<file path="src/hw/cpuIsaPkg.sv">
package cpuIsaPkg;

	localparam int wordWidth = 32;	// bus and register width
	localparam int addrWidth = 9;	// 512 words of memory
	localparam int regCount = 16;
	localparam int regIdxWidth = 4;
	localparam int opcodeWidth = 5;
	localparam int immWidth = 19;	// C field, sign extended

	// low bit of each instruction field
	localparam int opcodePos = 27;	// bits 31..27
	localparam int raPos = 23;	// bits 26..23
	localparam int rbPos = 19;	// bits 22..19
	localparam int rcPos = 15;	// bits 18..15
	localparam int immPos = 0;	// bits 18..0, overlaps rc

	typedef enum logic [opcodeWidth-1:0] {
		opLd = 5'b00000,
		opSt = 5'b00010,
		opAddi = 5'b01100,
		opHalt = 5'b11011
	} opcode_t;

endpackage

</file>
<file path="src/hw/cpuControlPkg.sv">
package cpuControlPkg;

	typedef enum logic [3:0] {
		phIdle,
		phT0, phT1, phT2, phT3, phT4,
		phT5, phT6, phT7, phT8, phT9,
		phHalt
	} phase_t;

	typedef enum logic [2:0] {
		srcPc,
		srcZLow,
		srcMdr,
		srcReg,
		srcImm,
		srcNone
	} busSource_t;

	typedef enum logic {
		aluAdd,	// Y + bus
		aluIncPc	// bus + 1
	} aluOp_t;

	typedef enum logic [1:0] {
		selA,
		selB,
		selC
	} regSelect_t;

	typedef struct packed {
		busSource_t busSrc;
		logic pcIn;
		logic irIn;
		logic marIn;
		logic mdrIn;
		logic yIn;
		logic zIn;
		logic mdRead;	// MDR takes memory data instead of bus
		logic regIn;
		regSelect_t regSelect;
		logic baOut;	// r0 reads as zero
		aluOp_t aluOp;
		logic ramRead;
		logic ramWrite;
	} controlWord_t;

	// nothing strobed, bus undriven
	localparam controlWord_t cwNop = '{
		busSrc: srcNone,
		pcIn: 1'b0,
		irIn: 1'b0,
		marIn: 1'b0,
		mdrIn: 1'b0,
		yIn: 1'b0,
		zIn: 1'b0,
		mdRead: 1'b0,
		regIn: 1'b0,
		regSelect: selA,
		baOut: 1'b0,
		aluOp: aluAdd,
		ramRead: 1'b0,
		ramWrite: 1'b0
	};

endpackage

</file>
<file path="src/hw/cpuInterfaces.sv">
interface controlIf;
	import cpuIsaPkg::*;
	import cpuControlPkg::*;

	controlWord_t cw;	// one control word per cycle
	logic [wordWidth-1:0] ir;	// decoded by the sequencer

	modport sequencer (
		output cw,
		input ir
	);

	modport datapath (
		input cw,
		output ir
	);
endinterface


</file>
<file path="src/hw/controlSequencer.sv">
module controlSequencer (
	input logic clk,
	input logic reset,
	input logic start,
	controlIf.sequencer ctrl,
	output logic busy,
	output logic done
);
	import cpuIsaPkg::*;
	import cpuControlPkg::*;

	phase_t phase;
	phase_t nextPhase;
	opcode_t opcode;
	logic isKnown;
	controlWord_t cw;

	assign opcode = opcode_t'(ctrl.ir[opcodePos +: opcodeWidth]);
	assign isKnown = (opcode == opAddi) || (opcode == opLd) || (opcode == opSt);

	always_ff @(posedge clk) begin
		if (reset)
			phase <= phIdle;
		else
			phase <= nextPhase;
	end

	always_comb begin
		nextPhase = phase;
		case (phase)
			phIdle: begin
				if (start)
					nextPhase = phT0;
			end
			phT0: nextPhase = phT1;
			phT1: nextPhase = phT2;
			phT2: nextPhase = phT3;
			phT3: nextPhase = phT4;
			phT4: nextPhase = isKnown ? phT5 : phHalt;	// halt or bad opcode stops here
			phT5: nextPhase = phT6;
			phT6: nextPhase = (opcode == opAddi) ? phT0 : phT7;
			phT7: nextPhase = (opcode == opSt) ? phT0 : phT8;
			phT8: nextPhase = phT9;
			phT9: nextPhase = phT0;
			default: nextPhase = phIdle;	// phHalt lasts one cycle
		endcase
	end

	always_comb begin
		cw = cwNop;
		case (phase)
			phT0: begin
				cw.busSrc = srcPc;
				cw.marIn = 1'b1;
				cw.aluOp = aluIncPc;
				cw.zIn = 1'b1;
			end
			phT1: begin
				cw.busSrc = srcZLow;
				cw.pcIn = 1'b1;
				cw.ramRead = 1'b1;	// fetch at old PC held in MAR
			end
			phT2: begin
				cw.mdrIn = 1'b1;
				cw.mdRead = 1'b1;
			end
			phT3: begin
				cw.busSrc = srcMdr;
				cw.irIn = 1'b1;
			end
			phT4: begin
				if (isKnown) begin
					cw.busSrc = srcReg;
					cw.regSelect = selB;
					cw.baOut = 1'b1;	// rb = r0 gives plain C
					cw.yIn = 1'b1;
				end
			end
			phT5: begin
				cw.busSrc = srcImm;
				cw.aluOp = aluAdd;
				cw.zIn = 1'b1;
			end
			phT6: begin
				cw.busSrc = srcZLow;
				if (opcode == opAddi) begin
					cw.regSelect = selA;
					cw.regIn = 1'b1;
				end else begin
					cw.marIn = 1'b1;	// effective address
				end
			end
			phT7: begin
				if (opcode == opSt) begin
					cw.busSrc = srcReg;
					cw.regSelect = selA;
					cw.ramWrite = 1'b1;
				end else begin
					cw.ramRead = 1'b1;
				end
			end
			phT8: begin
				cw.mdrIn = 1'b1;
				cw.mdRead = 1'b1;
			end
			phT9: begin
				cw.busSrc = srcMdr;
				cw.regSelect = selA;
				cw.regIn = 1'b1;
			end
			default: begin
			end
		endcase
	end

	assign ctrl.cw = cw;
	assign busy = (phase != phIdle) && (phase != phHalt);
	assign done = (phase == phHalt);

	assert property (@(posedge clk) disable iff (reset) !(cw.ramRead && cw.ramWrite));
	assert property (@(posedge clk) disable iff (reset) done |=> !done);

endmodule

</file>
<file path="src/flat_wrapper.sv">
// flat-port wrapper written by rule: the top's interface ports become plain ports
module controlSequencer_flat import cpuIsaPkg::*; import cpuControlPkg::*;
  (clk, reset, start, busy, done, ctrl_cw, ctrl_ir);
  controlIf ctrl_i ();
  input logic clk;
  input logic reset;
  input logic start;
  output logic busy;
  output logic done;
  output wire logic [$bits(ctrl_i.cw)-1:0] ctrl_cw;
  input wire logic [$bits(ctrl_i.ir)-1:0] ctrl_ir;
  assign ctrl_cw = ctrl_i.cw;
  assign ctrl_i.ir = ctrl_ir;
  controlSequencer u_core (.clk(clk), .reset(reset), .start(start), .ctrl(ctrl_i), .busy(busy), .done(done));
endmodule
</file>
<file path="config.mk">
export PLATFORM = sky130hd
export DESIGN_NAME = controlSequencer_flat
export DESIGN_NICKNAME = d
export VERILOG_FILES = /design/src/hw/cpuIsaPkg.sv /design/src/hw/cpuControlPkg.sv /design/src/hw/cpuInterfaces.sv /design/src/hw/controlSequencer.sv /design/src/flat_wrapper.sv
export SDC_FILE = /design/constraint.sdc
export NUM_CORES = 1
export LEC_CHECK = 0
export BUFFER_PORTS_ARGS = -buffer_cell sky130_fd_sc_hd__buf_2
export CORE_MARGIN = 1
export CORE_UTILIZATION = 33
export CTS_CLUSTER_DIAMETER = 40
export DETAILED_ROUTE_END_ITERATION = 12
export MAX_ROUTING_LAYER = met4
export PLACE_DENSITY_LB_ADDON = 0.08
export SETUP_SLACK_MARGIN = 0.3
export SYNTH_ARGS = -nofsm -noshare
export SYNTH_HDL_FRONTEND = slang
export SYNTH_SLANG_ARGS = --single-unit
</file>
<file path="constraint.sdc">
create_clock -name clk -period 1.65 [get_ports clk]
set_clock_uncertainty 0.15 [all_clocks]
set_input_delay 0.495 -clock clk [delete_from_list [all_inputs] [get_ports clk]]
set_output_delay 0.495 -clock clk [all_outputs]
set_load 0.02 [all_outputs]
</file>
==> results of run 1 <==
metrics by stage:
| step | setup TNS (ps) | area (um2) | worst slack [ps] | std cells |
|---|---|---|---|---|
| CTS | -6854 | 1598 | -507.7 | 175 |
| detailed placement | -5362 | 1061 | -575.5 | 145 |
| global placement | -5022 | 1061 | -539.2 | 145 |
| floorplan | -1861 | 883.3 | -280.7 | 87 |
kinds of logic after synthesis:
family,after synthesis,synth area share (%)
xor+xnor,2,2.905
other cells,1,0.6218
flops,4,13.28
buf+inv,12,12.03
simple gates,42,43.57
compound gates,26,27.59
repair_timing:
item | CTS
resized for setup | 78
gates cloned | 1
endpoints found under the setup margin | 21
pin swaps | 19
buffers inserted | 26
==> impl_metrics.yaml, run 1 <==
status:
  status: "stopped before the end"
  lastStage: "5_1_grt"
  error: "[ERROR DPL-0038] Utilization greater than 100%, impossible to legalize"
yosys:
  synth_warnings: 0
  synth_common_cells: "9 x nor2_1, 7 x a21oi_1, 7 x nand2b_1, 6 x buf_4, 6 x nand2_1"
  yosys-top-cells-area: "dfxtp_1 13%, buf_4 7.5%, nand2b_1 7.3%"
  async_reset_ff_share_pct: 0
  synth_ff_type: "dfxtp_1"
  synth_area_per_cell_um2: 6.932
  yosysMostFrequentCell: "nor2_1"
  ys_types: 37
  seq_area_frac_synth_pct: 13.28
  synth_edf_count: 0
  synth_top_cell_by_area: "dfxtp_1"
  syn-cell-area_um2: 603.1
  yosys.area.top_type_share_pct: 13.28
  syn_nets: 122
  synthCells: 87
  ys_ff_latch: 4
floorplan:
  start_util_pct: 34.93
  dieWidth_um: 44.75
  ioPinCount: 54
  row_count: 15
  die_y_um: 44.75
clocking:
  cts_htree_levels: 1
  root_buffer: "clkbuf_4"
  ctsHoldBuffers: 0
  ctsLongestPathBuffers: 2
  cts.sinks: 4
  cts_buffers: 3
placed_design:
  hpwlAfterDp_um: 1438
  globalplace.congestion: 0.7435
  port-buffer-count: 25
timing:
  worst-ep-kind: "output port"
  worstEndpointGrtRepair: "ctrl_cw[1]"
global_route:
  grt_max_degree: 13
==> run 2, diff against run 1 <==
--- a/config.mk
+++ b/config.mk
@@ -6,13 +6,10 @@
 export NUM_CORES = 1
 export LEC_CHECK = 0
 export BUFFER_PORTS_ARGS = -buffer_cell sky130_fd_sc_hd__buf_2
-export CORE_MARGIN = 1
-export CORE_UTILIZATION = 33
-export CTS_CLUSTER_DIAMETER = 40
+export CORE_AREA = 2 2 63 65
 export DETAILED_ROUTE_END_ITERATION = 12
-export MAX_ROUTING_LAYER = met4
-export PLACE_DENSITY_LB_ADDON = 0.08
-export SETUP_SLACK_MARGIN = 0.3
+export DIE_AREA = 0 0 65 67
+export PLACE_DENSITY_LB_ADDON = 0.15
 export SYNTH_ARGS = -nofsm -noshare
 export SYNTH_HDL_FRONTEND = slang
 export SYNTH_SLANG_ARGS = --single-unit
==> constraint.sdc (replaced) <==
create_clock -name clk -period 2.15 [get_ports clk]
set_clock_uncertainty 0.15 [all_clocks]
set_input_delay 0.645 -clock clk [delete_from_list [all_inputs] [get_ports clk]]
set_output_delay 0.645 -clock clk [all_outputs]
set_load 0.02 [all_outputs]
==> impl_metrics.yaml, run 2 <==
critical_path:
  crit_chain: "buf_8 > nor4b_4 > a211oi_2 > o21ai_2 > o2111ai_2 > buf_6"
  end_kind: "primary output"
  worstSetupPathType: "input pin to primary output"
  cpPeakStageDelay_ps: 370
  worst_setup_path_start_kind: "input pin"
  required_ps: 1350
  worst_ep_arrival_time_ps: 1720
  crit_buf_inv: 2
  cpMaxStageDelayCell: "nor4b_4"
  worstPathMaxFanout: 3
  cp_top_family: "compound AO/OA/AOI/OAI gates"
timing:
  hold_viol: 0
  fin_crit_sh_pct: 116.8
  setup_violations: 10
  rsz0062_at_grt: "true"
  timing.final.ws_setup_ps: -360.3
  period_minus_slack_ps: 2510
  drv_slew: 0
  max_freq_ghz: 0.3984
power:
  cellPowerDensity_nw_per_um2: 862.2
  power_leakage_nw: 0.5531
  vdd_ir_drop_max_mv: 0.3470
floorplan:
  start_util_pct: 16.72
  ioPinCount: 54
  core_um2: 3606
  dieWidth_um: 65
  die-area_um2: 4355
  die_y_um: 67
  row_count: 22
finish:
  largest_register_ffs: 4
  reg_top3: "u_core.phase (4)"
  syn_to_final_growth_pct: 103.5
  diodes: 0
  fin_util_pct: 34.04
  fin_area_um2: 1227
  nets: 175
  top_register: "u_core.phase"
  drive_gt1_share_pct: 64.49
  final_cell_mix: "32 x buf_4, 13 x buf_6, 11 x buf_2"
  final_common_cell: "buf_4"
  fillers: 379
global_route:
  grt_pass1_wl_um: 3401
  track_usage_pct: 10.11
  grt_max_degree: 19
  overflow: 0
  grt_antenna_before_repair: 0
  grt_pass1_vias: 776
yosys:
  synth_common_cells: "9 x nor2_1, 7 x a21oi_1, 7 x nand2b_1, 6 x buf_4, 6 x nand2_1"
  synth_ff_type: "dfxtp_1"
  synth_area_per_cell_um2: 6.932
  yosys-top-cells-area: "dfxtp_1 13%, buf_4 7.5%, nand2b_1 7.3%"
  synth_warnings: 0
  seq_area_frac_synth_pct: 13.28
  ys_ff_latch: 4
  synth_top_cell_by_area: "dfxtp_1"
  synth_edf_count: 0
  yosys.area.top_type_share_pct: 13.28
  syn_nets: 122
  synthCells: 87
  syn-cell-area_um2: 603.1
  async_reset_ff_share_pct: 0
  ys_types: 37
  yosysMostFrequentCell: "nor2_1"
drt:
  initialDrtViolationCount: 20
  dr_total_vias: 796
  vias_per_cell: 4.280
  postRouteAntennaNets: 0
  firstDrtPassIters: 4
  wirelength_um: 2169
  post_drt_wl_per_cell_um: 11.66
  drcViolationCount: 0
flow_run:
  cap_violations: 0
clocking:
  cts_buffers: 3
  clk_latency_ps: 220
  ctsLongestPathBuffers: 2
  ctsHoldBuffers: 0
  cts_tree: "built"
  clk_pin_slew_ps: 30
  cts_htree_levels: 1
  cts.sinks: 4
  root_buffer: "clkbuf_8"
placed_design:
  port-buffer-count: 25
  globalplace.congestion: 0.7094
  hpwlAfterDp_um: 1468
  place_area_um2: 888.4
status:
  status: "complete, but fails checks"
  violations: "negative setup slack"
min_path:
  hold_class: "input pin to register"
run 2: cell counts after synthesis:
Identical to the previous run, type by type.
run 2: cell type report:
cell class / instances / area, um2 / area share [%]
sequential: 4 / 86.33 / 7.034
timing repair buffer: 59 / 486.7 / 39.65
multi-input combinational: 71 / 549.3 / 44.75
tap: 48 / 60.06 / 4.893
clock buffer: 3 / 41.29 / 3.364
inverter: 1 / 3.754 / 0.3058
run 2: logic make-up (layout without fill, tap and decap cells):
group | count (synthesis) | in the layout | synth area share [%]
XOR/XNOR | 2 | 2 | 2.905
AND/OR/NAND/NOR | 42 | 42 | 43.57
AO/OA/AOI/OAI | 26 | 26 | 27.59
flip-flops | 4 | 4 | 13.28
buffers and inverters | 12 | 63 | 12.03
other | 1 | 1 | 0.6218
run 2: per-layer routing:
layer  global-route usage (%)  wire (um)  vias up
li1                         -          -      405
met1                    12.19        996      375
met2                    17.27       1093       14
met3                    1.858         66        2
met4                    4.787         12        0
met5                        0          0        -
run 2: worst paths after layout:
path / start / end / slack [ps] / cells after the start
setup / recovery: ctrl_ir[27] / ctrl_cw[16] / -360 / 6
hold / removal: reset / u_core.phase[1] / 460 / 2
setup reg to reg: u_core.phase[3] / u_core.phase[3] / 20 / 11
hold reg to reg: u_core.phase[0] / u_core.phase[1] / 520 / 3
run 2: repair_timing:
item / in CTS / in global routing
resized for setup: 36 / 15
cloned: 0 / 1
setup endpoints to repair: 10 / 16
endpoints found under the hold margin: 0 / 0
buffers inserted: 10 / 7
pin swaps: 11 / 5
run 2: power by group:
part           total [mW]  internal (mW)  switching [mW]
Sequential          0.144          0.101          0.0428
Clock               0.156          0.119          0.0365
Combinational       0.758          0.357           0.402
run 2: metrics by stage:
stage	setup TNS (ps)	worst slack (ps)	hold WS [ps]	instances	power (mW)
floorplan	-187.3	-81.22	439.4	87	0.5379
global placement	-3039	-437.4	527.6	165	0.7495
detailed placement	-3033	-416.5	515.8	165	0.7469
CTS	-2311	-355.0	454.3	178	0.9697
global route	-2765	-403.4	468.4	186	1.133
finish	-2199	-360.3	459.9	186	1.058
Note: power is estimated with default switching activity, not from simulation.
