**config.mk**
```make
export PLATFORM = sky130hd
export DESIGN_NAME = busDatapath_flat
export DESIGN_NICKNAME = d
export VERILOG_FILES = /design/src/hw/cpuIsaPkg.sv /design/src/hw/cpuControlPkg.sv /design/src/hw/cpuInterfaces.sv /design/src/hw/busDatapath.sv /design/src/flat_wrapper.sv
export SDC_FILE = /design/constraint.sdc
export NUM_CORES = 1
export LEC_CHECK = 0
export ABC_AREA = 1
export BUFFER_PORTS_ARGS = -buffer_cell sky130_fd_sc_hd__buf_2
export CAP_MARGIN = 10
export CORE_MARGIN = 2
export CORE_UTILIZATION = 29
export DETAILED_ROUTE_END_ITERATION = 8
export GPL_TIMING_DRIVEN = 0
export SYNTH_ARGS = -nofsm -noshare
export SYNTH_HDL_FRONTEND = slang
export SYNTH_SLANG_ARGS = --single-unit
```
**constraint.sdc**
```tcl
create_clock -name clk -period 3.92 [get_ports clk]
set_input_delay 0.392 -clock clk [delete_from_list [all_inputs] [get_ports clk]]
set_output_delay 0.392 -clock clk [all_outputs]
set_load 0.01 [all_outputs]
```
**src/hw/cpuIsaPkg.sv**
```systemverilog
package cpuIsaPkg;

	localparam int wordWidth = 32;	// bus and register width
	localparam int addrWidth = 9;	// 512 words of memory
	localparam int regCount = 16;
	localparam int regIdxWidth = 4;
	localparam int opcodeWidth = 5;
	localparam int immWidth = 19;	// C field, sign extended

	// low bit of each instruction field
	localparam int opcodePos = 27;	// bits 31..27
	localparam int raPos = 23;	// bits 26..23
	localparam int rbPos = 19;	// bits 22..19
	localparam int rcPos = 15;	// bits 18..15
	localparam int immPos = 0;	// bits 18..0, overlaps rc

	typedef enum logic [opcodeWidth-1:0] {
		opLd = 5'b00000,
		opSt = 5'b00010,
		opAddi = 5'b01100,
		opHalt = 5'b11011
	} opcode_t;

endpackage

```
**src/hw/cpuControlPkg.sv**
```systemverilog
package cpuControlPkg;

	typedef enum logic [3:0] {
		phIdle,
		phT0, phT1, phT2, phT3, phT4,
		phT5, phT6, phT7, phT8, phT9,
		phHalt
	} phase_t;

	typedef enum logic [2:0] {
		srcPc,
		srcZLow,
		srcMdr,
		srcReg,
		srcImm,
		srcNone
	} busSource_t;

	typedef enum logic {
		aluAdd,	// Y + bus
		aluIncPc	// bus + 1
	} aluOp_t;

	typedef enum logic [1:0] {
		selA,
		selB,
		selC
	} regSelect_t;

	typedef struct packed {
		busSource_t busSrc;
		logic pcIn;
		logic irIn;
		logic marIn;
		logic mdrIn;
		logic yIn;
		logic zIn;
		logic mdRead;	// MDR takes memory data instead of bus
		logic regIn;
		regSelect_t regSelect;
		logic baOut;	// r0 reads as zero
		aluOp_t aluOp;
		logic ramRead;
		logic ramWrite;
	} controlWord_t;

	// nothing strobed, bus undriven
	localparam controlWord_t cwNop = '{
		busSrc: srcNone,
		pcIn: 1'b0,
		irIn: 1'b0,
		marIn: 1'b0,
		mdrIn: 1'b0,
		yIn: 1'b0,
		zIn: 1'b0,
		mdRead: 1'b0,
		regIn: 1'b0,
		regSelect: selA,
		baOut: 1'b0,
		aluOp: aluAdd,
		ramRead: 1'b0,
		ramWrite: 1'b0
	};

endpackage

```
**src/hw/cpuInterfaces.sv**
```systemverilog
interface controlIf;
	import cpuIsaPkg::*;
	import cpuControlPkg::*;

	controlWord_t cw;	// one control word per cycle
	logic [wordWidth-1:0] ir;	// decoded by the sequencer

	modport sequencer (
		output cw,
		input ir
	);

	modport datapath (
		input cw,
		output ir
	);
endinterface

interface memoryIf;
	import cpuIsaPkg::*;

	logic [addrWidth-1:0] address;
	logic [wordWidth-1:0] writeData;
	logic [wordWidth-1:0] readData;	// valid the cycle after read
	logic read;
	logic write;

	modport master (
		output address,
		output writeData,
		output read,
		output write,
		input readData
	);

	modport memory (
		input address,
		input writeData,
		input read,
		input write,
		output readData
	);
endinterface

```
**src/hw/busDatapath.sv**
```systemverilog
module busDatapath (
	input logic clk,
	input logic reset,
	controlIf.datapath ctrl,
	memoryIf.master mem,
	input logic [cpuIsaPkg::wordWidth-1:0] startPc,
	input logic start,
	output logic [cpuIsaPkg::regIdxWidth-1:0] regIndex,
	output logic [cpuIsaPkg::wordWidth-1:0] regWriteData,
	output logic regWrite,
	output logic regBaOut,
	input logic [cpuIsaPkg::wordWidth-1:0] regReadData,
	output logic [cpuIsaPkg::wordWidth-1:0] pc
);
	import cpuIsaPkg::*;
	import cpuControlPkg::*;

	controlWord_t cw;
	logic [wordWidth-1:0] pcReg;
	logic [wordWidth-1:0] ir;
	logic [addrWidth-1:0] mar;
	logic [wordWidth-1:0] mdr;
	logic [wordWidth-1:0] y;
	logic [wordWidth-1:0] z;
	logic [wordWidth-1:0] bus;
	logic [wordWidth-1:0] immExt;
	logic [wordWidth-1:0] aluResult;
	logic busLoad;

	assign cw = ctrl.cw;
	assign immExt = {{(wordWidth - immWidth){ir[immPos + immWidth - 1]}}, ir[immPos +: immWidth]};

	always_comb begin
		case (cw.busSrc)
			srcPc: bus = pcReg;
			srcZLow: bus = z;
			srcMdr: bus = mdr;
			srcReg: bus = regReadData;
			srcImm: bus = immExt;
			default: bus = '0;	// srcNone
		endcase
	end

	assign aluResult = (cw.aluOp == aluIncPc) ? bus + 1'b1 : y + bus;

	// Gra/Grb/Grc resolved from the IR fields
	always_comb begin
		case (cw.regSelect)
			selA: regIndex = ir[raPos +: regIdxWidth];
			selB: regIndex = ir[rbPos +: regIdxWidth];
			default: regIndex = ir[rcPos +: regIdxWidth];
		endcase
	end

	always_ff @(posedge clk) begin
		if (reset) begin
			pcReg <= '0;
			ir <= '0;
		end else begin
			if (start)
				pcReg <= startPc;
			else if (cw.pcIn)
				pcReg <= bus;
			if (cw.irIn)
				ir <= bus;
		end
	end

	always_ff @(posedge clk) begin
		if (cw.marIn)
			mar <= bus[addrWidth-1:0];	// upper bus bits unused
		if (cw.mdrIn)
			mdr <= cw.mdRead ? mem.readData : bus;
		if (cw.yIn)
			y <= bus;
		if (cw.zIn)
			z <= aluResult;
	end

	assign regWriteData = bus;
	assign regWrite = cw.regIn;
	assign regBaOut = cw.baOut;

	assign mem.address = mar;
	assign mem.writeData = regReadData;	// ra via Gra during st
	assign mem.read = cw.ramRead;
	assign mem.write = cw.ramWrite;

	assign ctrl.ir = ir;
	assign pc = pcReg;

	assign busLoad = cw.pcIn || cw.irIn || cw.marIn || cw.yIn || cw.zIn || cw.regIn ||
		(cw.mdrIn && !cw.mdRead);

	assert property (@(posedge clk) disable iff (reset) busLoad |-> cw.busSrc != srcNone);

endmodule

```
**src/flat_wrapper.sv**
```systemverilog
// flat-port wrapper written by rule: the top's interface ports become plain ports
module busDatapath_flat import cpuIsaPkg::*; import cpuControlPkg::*;
  (clk, reset, startPc, start, regIndex, regWriteData, regWrite, regBaOut, regReadData, pc, ctrl_cw, ctrl_ir, mem_address, mem_writeData, mem_read, mem_write, mem_readData);
  controlIf ctrl_i ();
  memoryIf mem_i ();
  input logic clk;
  input logic reset;
  input logic [cpuIsaPkg::wordWidth-1:0] startPc;
  input logic start;
  output logic [cpuIsaPkg::regIdxWidth-1:0] regIndex;
  output logic [cpuIsaPkg::wordWidth-1:0] regWriteData;
  output logic regWrite;
  output logic regBaOut;
  input logic [cpuIsaPkg::wordWidth-1:0] regReadData;
  output logic [cpuIsaPkg::wordWidth-1:0] pc;
  input wire logic [$bits(ctrl_i.cw)-1:0] ctrl_cw;
  output wire logic [$bits(ctrl_i.ir)-1:0] ctrl_ir;
  output wire logic [$bits(mem_i.address)-1:0] mem_address;
  output wire logic [$bits(mem_i.writeData)-1:0] mem_writeData;
  output wire logic [$bits(mem_i.read)-1:0] mem_read;
  output wire logic [$bits(mem_i.write)-1:0] mem_write;
  input wire logic [$bits(mem_i.readData)-1:0] mem_readData;
  assign ctrl_i.cw = ctrl_cw;
  assign ctrl_ir = ctrl_i.ir;
  assign mem_address = mem_i.address;
  assign mem_writeData = mem_i.writeData;
  assign mem_read = mem_i.read;
  assign mem_write = mem_i.write;
  assign mem_i.readData = mem_readData;
  busDatapath u_core (.clk(clk), .reset(reset), .ctrl(ctrl_i), .mem(mem_i), .startPc(startPc), .start(start), .regIndex(regIndex), .regWriteData(regWriteData), .regWrite(regWrite), .regBaOut(regBaOut), .regReadData(regReadData), .pc(pc));
endmodule
```
==> summary.md, run 1 <==
| Metric | Value |
|---|---|
| Run status | `completed` |
| Max-slew violation total from the final report | `0` |
| Unrepaired setup endpoints after global routing | `false` |
| Core region area | `0.0337 mm^2` |
| Arr. time, crit path | `3.32 ns` |
| Count of distinct cell types in the synthesized netlist | `27` |
| Largest area contributor in the synthesized netlist | `sky130_fd_sc_hd__edfxtp_1` |
| Sequential share of the synthesized area | `0.445` |
| Number of placement rows | `67` |
| Vertical die dimension | `189 um` |
| Signed area change from the synthesized netlist to the final layout | `24.5%` |
| # Max-Cap Violations | `0` |
| Largest stage delay, worst path | `0.62 ns` |
| Final Instance Area | `0.0124 mm^2` |
| Max FO, Critical Path | `10` |
| Cell repeated most along the worst path | `sky130_fd_sc_hd__nand2_1` |
| Antenna Nets Post-Route | `0` |
| Final critical-path required period | `3.15 ns` |
| Worst ir drop on vdd | `0.284 mV` |
| Sinks on the clock net | `169` |
| Hold Path Class | `in2reg` |
| Most instantiated flip-flop cell in the synthesis netlist | `sky130_fd_sc_hd__edfxtp_1` |
| Total via count in the routed design | `9734` |
| Number of synthesized register bits | `169` |
| Largest cells by area after synthesis | `sky130_fd_sc_hd__edfxtp_1 32%, sky130_fd_sc_hd__nand2_1 17%, sky130_fd_sc_hd__dfxtp_1 13%` |
| Router iterations before antenna repair | `5` |
| Master of the slowest instance on the critical path | `sky130_fd_sc_hd__ha_1` |
| Post-synthesis instance area | `0.00995 mm^2` |
| Chip Width | `189 um` |
| Synth Area per Inst | `7.21 um^2` |
| Largest net degree at the start of global routing | `33` |
| Share of post-route cells with drive strength above 1 | `0.215` |
| Total routing usage reported by global routing | `0.192` |
| Warnings from Yosys | `0` |
| Post-Route Setup TNS | `0 ns` |
| Final count of hold timing violations | `0` |
| Routability-driven placement congestion ratio | `0.912` |
| Most common cell after layout, fill and taps aside | `sky130_fd_sc_hd__nand2_1` |
| Root cell of the clock tree | `sky130_fd_sc_hd__clkbuf_16` |
| Nets in the synthesized netlist | `1529` |
| Drt wl/cell | `16.6 um` |
| CTS tree | `yes` |
| First DRT Iteration DRCs | `984` |
| Initial antenna violation count | `0` |
| Final core area utilization | `0.368` |
| Startpoint type of the worst setup path | `register` |
| Highest-count cells in the layout ignoring fill and taps | `460 x sky130_fd_sc_hd__nand2_1, 267 x sky130_fd_sc_hd__buf_2, 224 x sky130_fd_sc_hd__inv_1` |
| Insertion delay of the later-clocked pin in the worst-skew pair | `0.43 ns` |
| Hold buffer count at CTS | `0` |
| Overflow left after global routing | `0` |
| H-tree level count | `4` |
| Net count, final | `1803` |
| Mean number of vias per cell | `4.60` |
| DRC errors left | `0` |
| Buffers inserted by post-CTS timing repair | `0` |
| Final worst-path cycle share | `0.804` |
| Synthesized instance count | `1381` |
| Routed WL | `35200 um` |
| Via count of the first global-routing pass | `9204` |
| Share of async-settable or async-resettable flops after synthesis | `0` |
| Clock-pin slew on the worst setup and hold paths | `0.07 ns` |
| Hold_ws | `0.242 ns` |
| Worst Skew | `0.0129 ns` |
| Cts repair resizes | `0` |
| Placement-stage cell area | `0.0118 mm^2` |
| Effective utilization at floorplan | `0.295` |
| Number of synthesized flops with an enable pin | `105` |
| Ports | `261` |
| Relative slew margins | `0.433` |
| Sum of net half-perimeters after detailed placement | `28300 um` |
| Flop-to-flop setup slack | `0.77 ns` |
| Slew at the pin closest to its max-slew limit | `0.851 ns` |
| Areal power density over the cells | `387 mW/mm^2` |
| Clock Path Buffers | `2` |
| Overall die area | `0.0358 mm^2` |
| Count of buffers inserted at the top-level ports | `255` |
| Overall power of the completed layout | `4.80 mW` |
| Cell-by-cell listing of the critical path | `nand3_1 > buf_2 > o21ai_1 > inv_1 > nand4_1 > ha_1 > nand2_1 > nor2_1 > nand2_1 > nor2_1 > nand2_1 > nand4_1 > nand2_1` |
| Max Freq | `317 MHz` |
| Lkg Pwr | `6.54 nW` |
| Required time of the critical path | `4.09 ns` |
| Critical Setup Path Class | `reg2reg` |
| Number of buffers created by CTS | `17` |
| Yosys top cell area share | `0.317` |
| Worst setup EP type | `register` |
| Final setup fails | `0` |
| Global-route wire length before repair | `52700 um` |
[flip-flops by register name, indices dropped and copies added, names as in the netlist]
name	cells
u_core.y	32
u_core.mem.address	9
u_core.pc	32
u_core.z	32
u_core.ctrl.ir	32
u_core.mdr	32
[synth_stat cells (31+ instances only)]
cell type and count:
sky130_fd_sc_hd__a21oi_1 70, sky130_fd_sc_hd__a22oi_1 31, sky130_fd_sc_hd__buf_4 37, sky130_fd_sc_hd__clkbuf_1 32, sky130_fd_sc_hd__dfxtp_1 64, sky130_fd_sc_hd__edfxtp_1 105
sky130_fd_sc_hd__ha_1 31, sky130_fd_sc_hd__inv_1 223, sky130_fd_sc_hd__nand2_1 460, sky130_fd_sc_hd__nand3_1 53, sky130_fd_sc_hd__nor2_1 117, sky130_fd_sc_hd__o21ai_0 37
sky130_fd_sc_hd__o21ai_1 43
[routing by layer]
metal	vias up	GRT usage	share of wire
li1	4876	-	-
met2	329	0.332	0.48
met4	0	0.0483	0.019
met5	-	0	0
met1	4489	0.254	0.44
met3	40	0.0261	0.061
[logic make-up (layout without fill, tap and decap cells)]
| family | Yosys count | count (layout) | share of synthesized area |
|---|---|---|---|
| simple gates | 652 | 652 | 0.258 |
| buf+inv | 324 | 611 | 0.138 |
| compound gates | 190 | 190 | 0.105 |
| flops | 169 | 169 | 0.445 |
| fa+ha+maj | 32 | 32 | 0.0410 |
| xor+xnor | 14 | 14 | 0.0123 |
| other cells | 0 | 1 | 0 |
[worst max-delay path, delay by kind of cell, from the launching register on]
kind | cells | cell delay [ns]
simple gates | 9 | 1.53
buf+inv | 2 | 0.31
fa+ha+maj | 1 | 0.62
compound gates | 1 | 0.09
flops | 1 | 0.34
[layout make-up]
| cell class | instances | area, um^2 |
|---|---|---|
| fill | 3577 | 21300 |
| antenna | 1 | 2.50 |
| tap | 448 | 561 |
| clock inverter | 9 | 73.8 |
| inverter | 243 | 912 |
| timing repair buffer | 255 | 1280 |
| multi-input combinational | 888 | 4150 |
| sequential | 169 | 4430 |
| buffer | 81 | 458 |
| clock buffer | 23 | 523 |
[metrics by stage]
step | setup slack [ns] | std cells
after floorplan | 1.29 | 1381
after global placement | 0.507 | 2084
after detailed placement | 0.463 | 2084
after CTS | 0.774 | 2116
after global routing | 0.475 | 2116
final | 0.767 | 2117
[path summary, 6_finish.rpt]
kind                     to  cells after the start               start
max            u_core.z[24]                     13  u_core.ctrl.ir[18]
min          u_core.mdr[26]                      3    mem_readData[26]
max reg2reg    u_core.z[24]                     13  u_core.ctrl.ir[18]
min reg2reg   u_core.pc[31]                      2       u_core.pc[31]
[report_power, final]
group	internal [mW]	total, mW	switching [mW]
registers	2.07	2.14	0.0696
logic	0.323	0.954	0.631
clock network	0.958	1.70	0.742
Note: power is estimated with default switching activity, not from simulation.
==> run 2, diff against run 1 <==
Clock period 3.92 ns to 2.9 ns, I/O delays scaled along.
==> summary.md, run 2 (synthesis gave the netlist of run 1 again) <==
| Metric | Value |
|---|---|
| Run status | `completed` |
| Depth of the worst register-to-register path | `13` |
| Buffer and inverter count on the worst path | `5` |
| Clock-pin slew on the worst setup and hold paths | `0.07 ns` |
| Largest net degree at the start of global routing | `33` |
| Relative slew margins | `0.439` |
| Router iterations before antenna repair | `5` |
| Share of post-route cells with drive strength above 1 | `0.231` |
| Root cell of the clock tree | `sky130_fd_sc_hd__clkbuf_16` |
| Routability-driven placement congestion ratio | `0.912` |
| Startpoint type of the worst setup path | `input port` |
| Hold Path Class | `in2reg` |
| Clock Path Buffers | `2` |
| R2r endpoint | `u_core.z[30]` |
| Via count of the first global-routing pass | `9258` |
| Cell repeated most along the worst path | `sky130_fd_sc_hd__nand2_1` |
| Final count of hold timing violations | `0` |
| Count of buffers inserted at the top-level ports | `255` |
| Worst setup EP type | `register` |
| Worst ir drop on vdd | `0.365 mV` |
| Final worst-path cycle share | `0.952` |
| Sum of net half-perimeters after detailed placement | `28300 um` |
| Overflow left after global routing | `0` |
| Number of buffers created by CTS | `17` |
| Max Freq | `362 MHz` |
| Chip Width | `189 um` |
| Number of filler instances in the final layout | `3555` |
| Effective utilization at floorplan | `0.295` |
| Max FO, Critical Path | `10` |
| Startpoint of the most critical register-to-register path | `u_core.ctrl.ir[18]` |
| Master of the slowest instance on the critical path | `sky130_fd_sc_hd__fa_1` |
| # Max-Cap Violations | `0` |
| Areal power density over the cells | `520 mW/mm^2` |
| Drt wl/cell | `16.8 um` |
| DRC errors left | `0` |
| Net count, final | `1816` |
| First DRT Iteration DRCs | `1016` |
| Global-route wire length before repair | `53300 um` |
| Cell family with the largest share of critical-path delay | `simple AND/OR/NAND/NOR gates` |
| Number of placement rows | `67` |
| Vertical die dimension | `189 um` |
| Signed area change from the synthesized netlist to the final layout | `26.4%` |
| Worst Skew | `0.0149 ns` |
| Mean number of vias per cell | `4.61` |
| Antenna Nets Post-Route | `0` |
| Final setup fails | `0` |
| Max-slew violation total from the final report | `0` |
| CTS tree | `yes` |
| Ports | `261` |
| Lkg Pwr | `6.62 nW` |
| Core region area | `0.0337 mm^2` |
| Required time of the critical path | `3.06 ns` |
| Routed WL | `35800 um` |
| Most common cell after layout, fill and taps aside | `sky130_fd_sc_hd__nand2_1` |
| Filler-free cell count of the finished design | `2130` |
| Worst Hold Endpoint | `u_core.mdr[27]` |
| Cell-by-cell listing of the critical path | `buf_2 > nor3_2 > buf_4 > nand2_1 > nand3_1 > nor2_1 > inv_2 > ha_1 > inv_1 > fa_1 > inv_1 > nand3_1 > nand3_2 > nand2_1 > nand2_1 > nand2_1 > nand4_1 > nand2_1` |
| Critical Setup Path Class | `in2reg` |
| Total via count in the routed design | `9810` |
| Total routing usage reported by global routing | `0.195` |
| Placed Cells incl. Taps | `2084` |
| Min-Delay Path Depth | `3` |
| Post-Route Setup TNS | `0 ns` |
| Slew at the pin closest to its max-slew limit | `0.841 ns` |
| Arr. time, crit path | `2.93 ns` |
| Overall die area | `0.0358 mm^2` |
| Insertion delay of the later-clocked pin in the worst-skew pair | `0.43 ns` |
| Flop-to-flop setup slack | `0.15 ns` |
| Initial antenna violation count | `0` |
| Worst hold path startpoint | `mem_readData[27]` |
| Sinks on the clock net | `169` |
| Final critical-path required period | `2.76 ns` |
| H-tree level count | `4` |
| Highest-count cells in the layout ignoring fill and taps | `458 x sky130_fd_sc_hd__nand2_1, 261 x sky130_fd_sc_hd__buf_2, 223 x sky130_fd_sc_hd__inv_1` |
| Largest stage delay, worst path | `0.41 ns` |
-- run 2: changes by cell type in the layout (fill, tap and decap cells not counted), moves of 3 or more --
cell,change
sky130_fd_sc_hd__buf_4,+14
sky130_fd_sc_hd__ha_1,-5
sky130_fd_sc_hd__ha_4,+3
sky130_fd_sc_hd__clkbuf_4,+5
sky130_fd_sc_hd__buf_2,-6
sky130_fd_sc_hd__nor2_2,+5
sky130_fd_sc_hd__nor2_1,-5
-- run 2: worst max path at each step --
stage | startpoint | end | slack (ns) | cells past startpoint
6_report | ctrl_cw[15] | u_core.z[24] | 0.14 | 18
5_1_grt | ctrl_cw[14] | u_core.z[24] | -0.006 | 19
4_1_cts | u_core.ctrl.ir[18] | u_core.z[30] | 0.007 | 13
3_5_place_dp | ctrl_cw[15] | u_core.z[30] | -0.45 | 18
3_3_place_gp | ctrl_cw[15] | u_core.z[28] | -0.41 | 18
2_1_floorplan | ctrl_cw[15] | u_core.z[28] | 0.37 | 19
-- run 2: layer usage --
| layer | track usage | routed length, um |
|---|---|---|
| met3 | 0.0252 | 2300 |
| met4 | 0.0483 | 619 |
| met5 | 0 | 0 |
| met1 | 0.257 | 15600 |
| met2 | 0.338 | 17300 |
-- run 2: layout make-up --
type	count	area, um^2	area share
tap	448	561	0.0445
inverter	243	915	0.0727
antenna	1	2.50	0.000199
timing repair buffer	269	1380	0.110
multi-input combinational	888	4230	0.336
clock inverter	9	73.8	0.00586
sequential	169	4430	0.352
buffer	80	467	0.0371
clock buffer	23	523	0.0416
-- run 2: worst register-to-register path, delay by kind of cell, from the launching register on --
kind | cells | cell delay (ns)
AND/OR/NAND/NOR | 9 | 1.24
buffers and inverters | 2 | 0.32
AO/OA/AOI/OAI | 1 | 0.09
adder cells (fa/ha/maj) | 1 | 0.48
flip-flops | 1 | 0.34
-- run 2: report_power, final --
part / total [mW] / switching, mW / internal, mW
clock network: 2.30 / 1.01 / 1.30
registers: 2.90 / 0.0943 / 2.80
logic: 1.34 / 0.873 / 0.471
total: 6.54 / 1.97 / 4.57
-- run 2: stage by stage --
stage	total power, mW	util	worst slack [ns]	area (um^2)	hold slack [ns]
2_1_floorplan	3.64	-	0.369	9950	0.402
3_3_place_gp	4.21	0.350	-0.411	11800	0.502
3_5_place_dp	4.23	0.350	-0.455	11800	0.524
4_1_cts	6.53	0.370	0.00688	12500	0.127
5_1_grt	6.81	0.373	-0.00617	12600	0.138
6_report	6.54	0.374	0.139	12600	0.137
-- run 2: timing repair --
item                       in CTS  in global routing
resized for setup               3                 25
buffers inserted                9                  5
setup endpoints to repair      10                 19
hold endpoints to repair        0                  0
hold buffers                    0                  0
==> run 3, diff against run 2 <==
Clock period 2.9 ns to 2.35 ns, I/O delays scaled along.
==> summary.md, run 3 (synthesis gave the netlist of run 1 again) <==
| Metric | Value |
|---|---|
| Run status | `complete, but fails checks` |
| Failing checks | `setup timing` |
| Number of buffers created by CTS | `17` |
| Relative slew margins | `0.420` |
| Root cell of the clock tree | `sky130_fd_sc_hd__clkbuf_16` |
| Antenna Nets Post-Route | `0` |
| Via count of the first global-routing pass | `9661` |
| Drt wl/cell | `17.6 um` |
| Sinks on the clock net | `169` |
| Lkg Pwr | `7.05 nW` |
| Cell family with the largest share of critical-path delay | `simple AND/OR/NAND/NOR gates` |
| Router iterations before antenna repair | `5` |
| Unrepaired setup endpoints after global routing | `true` |
| Final count of hold timing violations | `0` |
| Effective utilization at floorplan | `0.295` |
| Max FO, Critical Path | `5` |
| H-tree level count | `4` |
| Sum of net half-perimeters after detailed placement | `28300 um` |
| Largest net degree at the start of global routing | `33` |
| Required time of the critical path | `2.55 ns` |
| Core region area | `0.0337 mm^2` |
| Overflow left after global routing | `0` |
| Min-Delay Path Depth | `3` |
| Final core area utilization | `0.414` |
| Clock Path Buffers | `2` |
| Critical Setup Path Class | `reg2reg` |
| Total via count in the routed design | `10400` |
| Clk pwr share | `0.333` |
| Total number of cells along the worst setup path | `18` |
| Flop pwr share | `0.421` |
| Worst Hold Endpoint | `u_core.mdr[13]` |
| Areal power density over the cells | `608 mW/mm^2` |
| Slew at the pin closest to its max-slew limit | `0.871 ns` |
| Filler-free cell count of the finished design | `2189` |
| Internal | `5.84 mW` |
| Number of placement rows | `67` |
| Switching power of the nets | `2.65 mW` |
| Largest stage delay, worst path | `0.36 ns` |
| Chip Width | `189 um` |
| Mean number of vias per cell | `4.76` |
| R2r endpoint | `u_core.z[31]` |
| Flop-to-flop setup slack | `-0.02 ns` |
| Clock-pin slew on the worst setup and hold paths | `0.08 ns` |
| Final Instance Area | `0.0140 mm^2` |
| Final worst-path cycle share | `1.01` |
| Overall power of the completed layout | `8.49 mW` |
| CTS tree | `yes` |
| Vertical die dimension | `189 um` |
| Initial antenna violation count | `3` |
| Worst setup EP type | `register` |
| Count of buffers inserted at the top-level ports | `255` |
| Worst-case setup margin in the final layout | `-0.0224 ns` |
| Placed Cells incl. Taps | `2084` |
| Arr. time, crit path | `2.57 ns` |
| Most common cell after layout, fill and taps aside | `sky130_fd_sc_hd__nand2_1` |
| Ports | `261` |
| Startpoint type of the worst setup path | `register` |
| Final setup fails | `2` |
| Share of post-route cells with drive strength above 1 | `0.348` |
| Hold Path Class | `in2reg` |
| Net count, final | `1874` |
| Final critical-path required period | `2.37 ns` |
| Startpoint of the most critical register-to-register path | `u_core.ctrl.ir[18]` |
| Buffer and inverter count on the worst path | `5` |
| Max-slew violation total from the final report | `0` |
| Worst Skew | `0.0176 ns` |
| Combinational share of power | `0.246` |
| Max Freq | `422 MHz` |
| Routability-driven placement congestion ratio | `0.898` |
| Signed area change from the synthesized netlist to the final layout | `40.2%` |
| Global-route wire length before repair | `55400 um` |
| Share of total power consumed by net switching | `0.312` |
| Total routing usage reported by global routing | `0.204` |
| Master of the slowest instance on the critical path | `sky130_fd_sc_hd__dfxtp_4` |
| Worst ir drop on vdd | `0.550 mV` |
| Highest-count cells in the layout ignoring fill and taps | `393 x sky130_fd_sc_hd__nand2_1, 254 x sky130_fd_sc_hd__buf_2, 215 x sky130_fd_sc_hd__inv_1` |
| Hold buffer count at CTS | `0` |
| Hold_ws | `0.0650 ns` |
| Cell repeated most along the worst path | `sky130_fd_sc_hd__nand2_1` |
| Post-Route Setup TNS | `-0.0247 ns` |
| DRC errors left | `0` |
| # Max-Cap Violations | `0` |
| Post-placement worst setup slack | `-0.903 ns` |
| Worst hold path startpoint | `mem_readData[13]` |
| Depth of the worst register-to-register path | `18` |
| Overall die area | `0.0358 mm^2` |
| First DRT Iteration DRCs | `929` |
| Insertion delay of the later-clocked pin in the worst-skew pair | `0.45 ns` |
| Routed WL | `38400 um` |
| Cell-by-cell listing of the critical path | `nand3_4 > buf_6 > buf_4 > o21ai_2 > inv_1 > nand4_1 > buf_6 > ha_4 > nand2_4 > inv_1 > nand2_1 > nand2_1 > nand2_1 > nand2_1 > a21oi_4 > nand2_1 > nand2_1 > nand2_1` |
| Placement-stage cell area | `0.0118 mm^2` |
## run 3: changes by cell type in the layout (fill, tap and decap cells not counted), sizes merged
cell / before / now
buf: 312 / 375
diode: 1 / 2
clkinv: 3 / 5
clkbuf: 60 / 52
bufinv: 0 / 1
## run 3: power groups by stage
stage          clock (mW)  combinational, mW  sequential, mW
2_1_floorplan           0              0.859            3.64
3_3_place_gp            0               1.57            3.63
3_5_place_dp            0               1.59            3.63
4_1_cts              2.85               1.81            3.57
5_1_grt              2.97               2.25            3.59
6_report             2.83               2.09            3.57
## run 3: worst max path at each step
stage / endpoint / start / slack, ns
2_1_floorplan: u_core.z[29] / ctrl_cw[16] / 0.02
3_3_place_gp: u_core.z[31] / ctrl_cw[15] / -0.91
3_5_place_dp: u_core.z[31] / ctrl_cw[15] / -0.90
4_1_cts: u_core.z[25] / ctrl_cw[16] / -0.002
5_1_grt: u_core.z[30] / u_core.ctrl.ir[18] / -0.13
6_report: u_core.z[31] / u_core.ctrl.ir[18] / -0.02
## run 3: cell type report
cell class / instances / area (um^2)
fill: 3444 / 19700
multi-input combinational: 888 / 5060
sequential: 169 / 4440
timing repair buffer: 326 / 1840
inverter: 243 / 930
tap: 448 / 561
buffer: 81 / 538
clock buffer: 20 / 468
clock inverter: 12 / 111
antenna: 2 / 5.00
## run 3: per-layer routing
metal | routed length [um] | global-route usage | vias to the layer above
met4 | 1030 | 0.0689 | 2
met3 | 2720 | 0.0332 | 68
met2 | 18600 | 0.346 | 397
li1 | - | - | 5020
met5 | 13 | 0 | -
met1 | 16000 | 0.264 | 4932
## run 3: worst reg2reg max path, cell delays in order (launching register included)
cell and delay, ns:
sky130_fd_sc_hd__dfxtp_4 0.36, sky130_fd_sc_hd__nand3_4 0.12, sky130_fd_sc_hd__buf_6 0.13, sky130_fd_sc_hd__buf_4 0.11
sky130_fd_sc_hd__o21ai_2 0.05, sky130_fd_sc_hd__inv_1 0.08, sky130_fd_sc_hd__nand4_1 0.10, sky130_fd_sc_hd__buf_6 0.15
sky130_fd_sc_hd__ha_4 0.28, sky130_fd_sc_hd__nand2_4 0.09, sky130_fd_sc_hd__inv_1 0.04, sky130_fd_sc_hd__nand2_1 0.05
sky130_fd_sc_hd__nand2_1 0.07, sky130_fd_sc_hd__nand2_1 0.06, sky130_fd_sc_hd__nand2_1 0.11, sky130_fd_sc_hd__a21oi_4 0.16
sky130_fd_sc_hd__nand2_1 0.07, sky130_fd_sc_hd__nand2_1 0.06, sky130_fd_sc_hd__nand2_1 0.05
## run 3: what timing repair did
item                       CTS  global route
buffers inserted            36            34
gates resized for setup     87           162
gates cloned                 2             0
setup endpoints to repair   31            22
pin swaps                   15            62
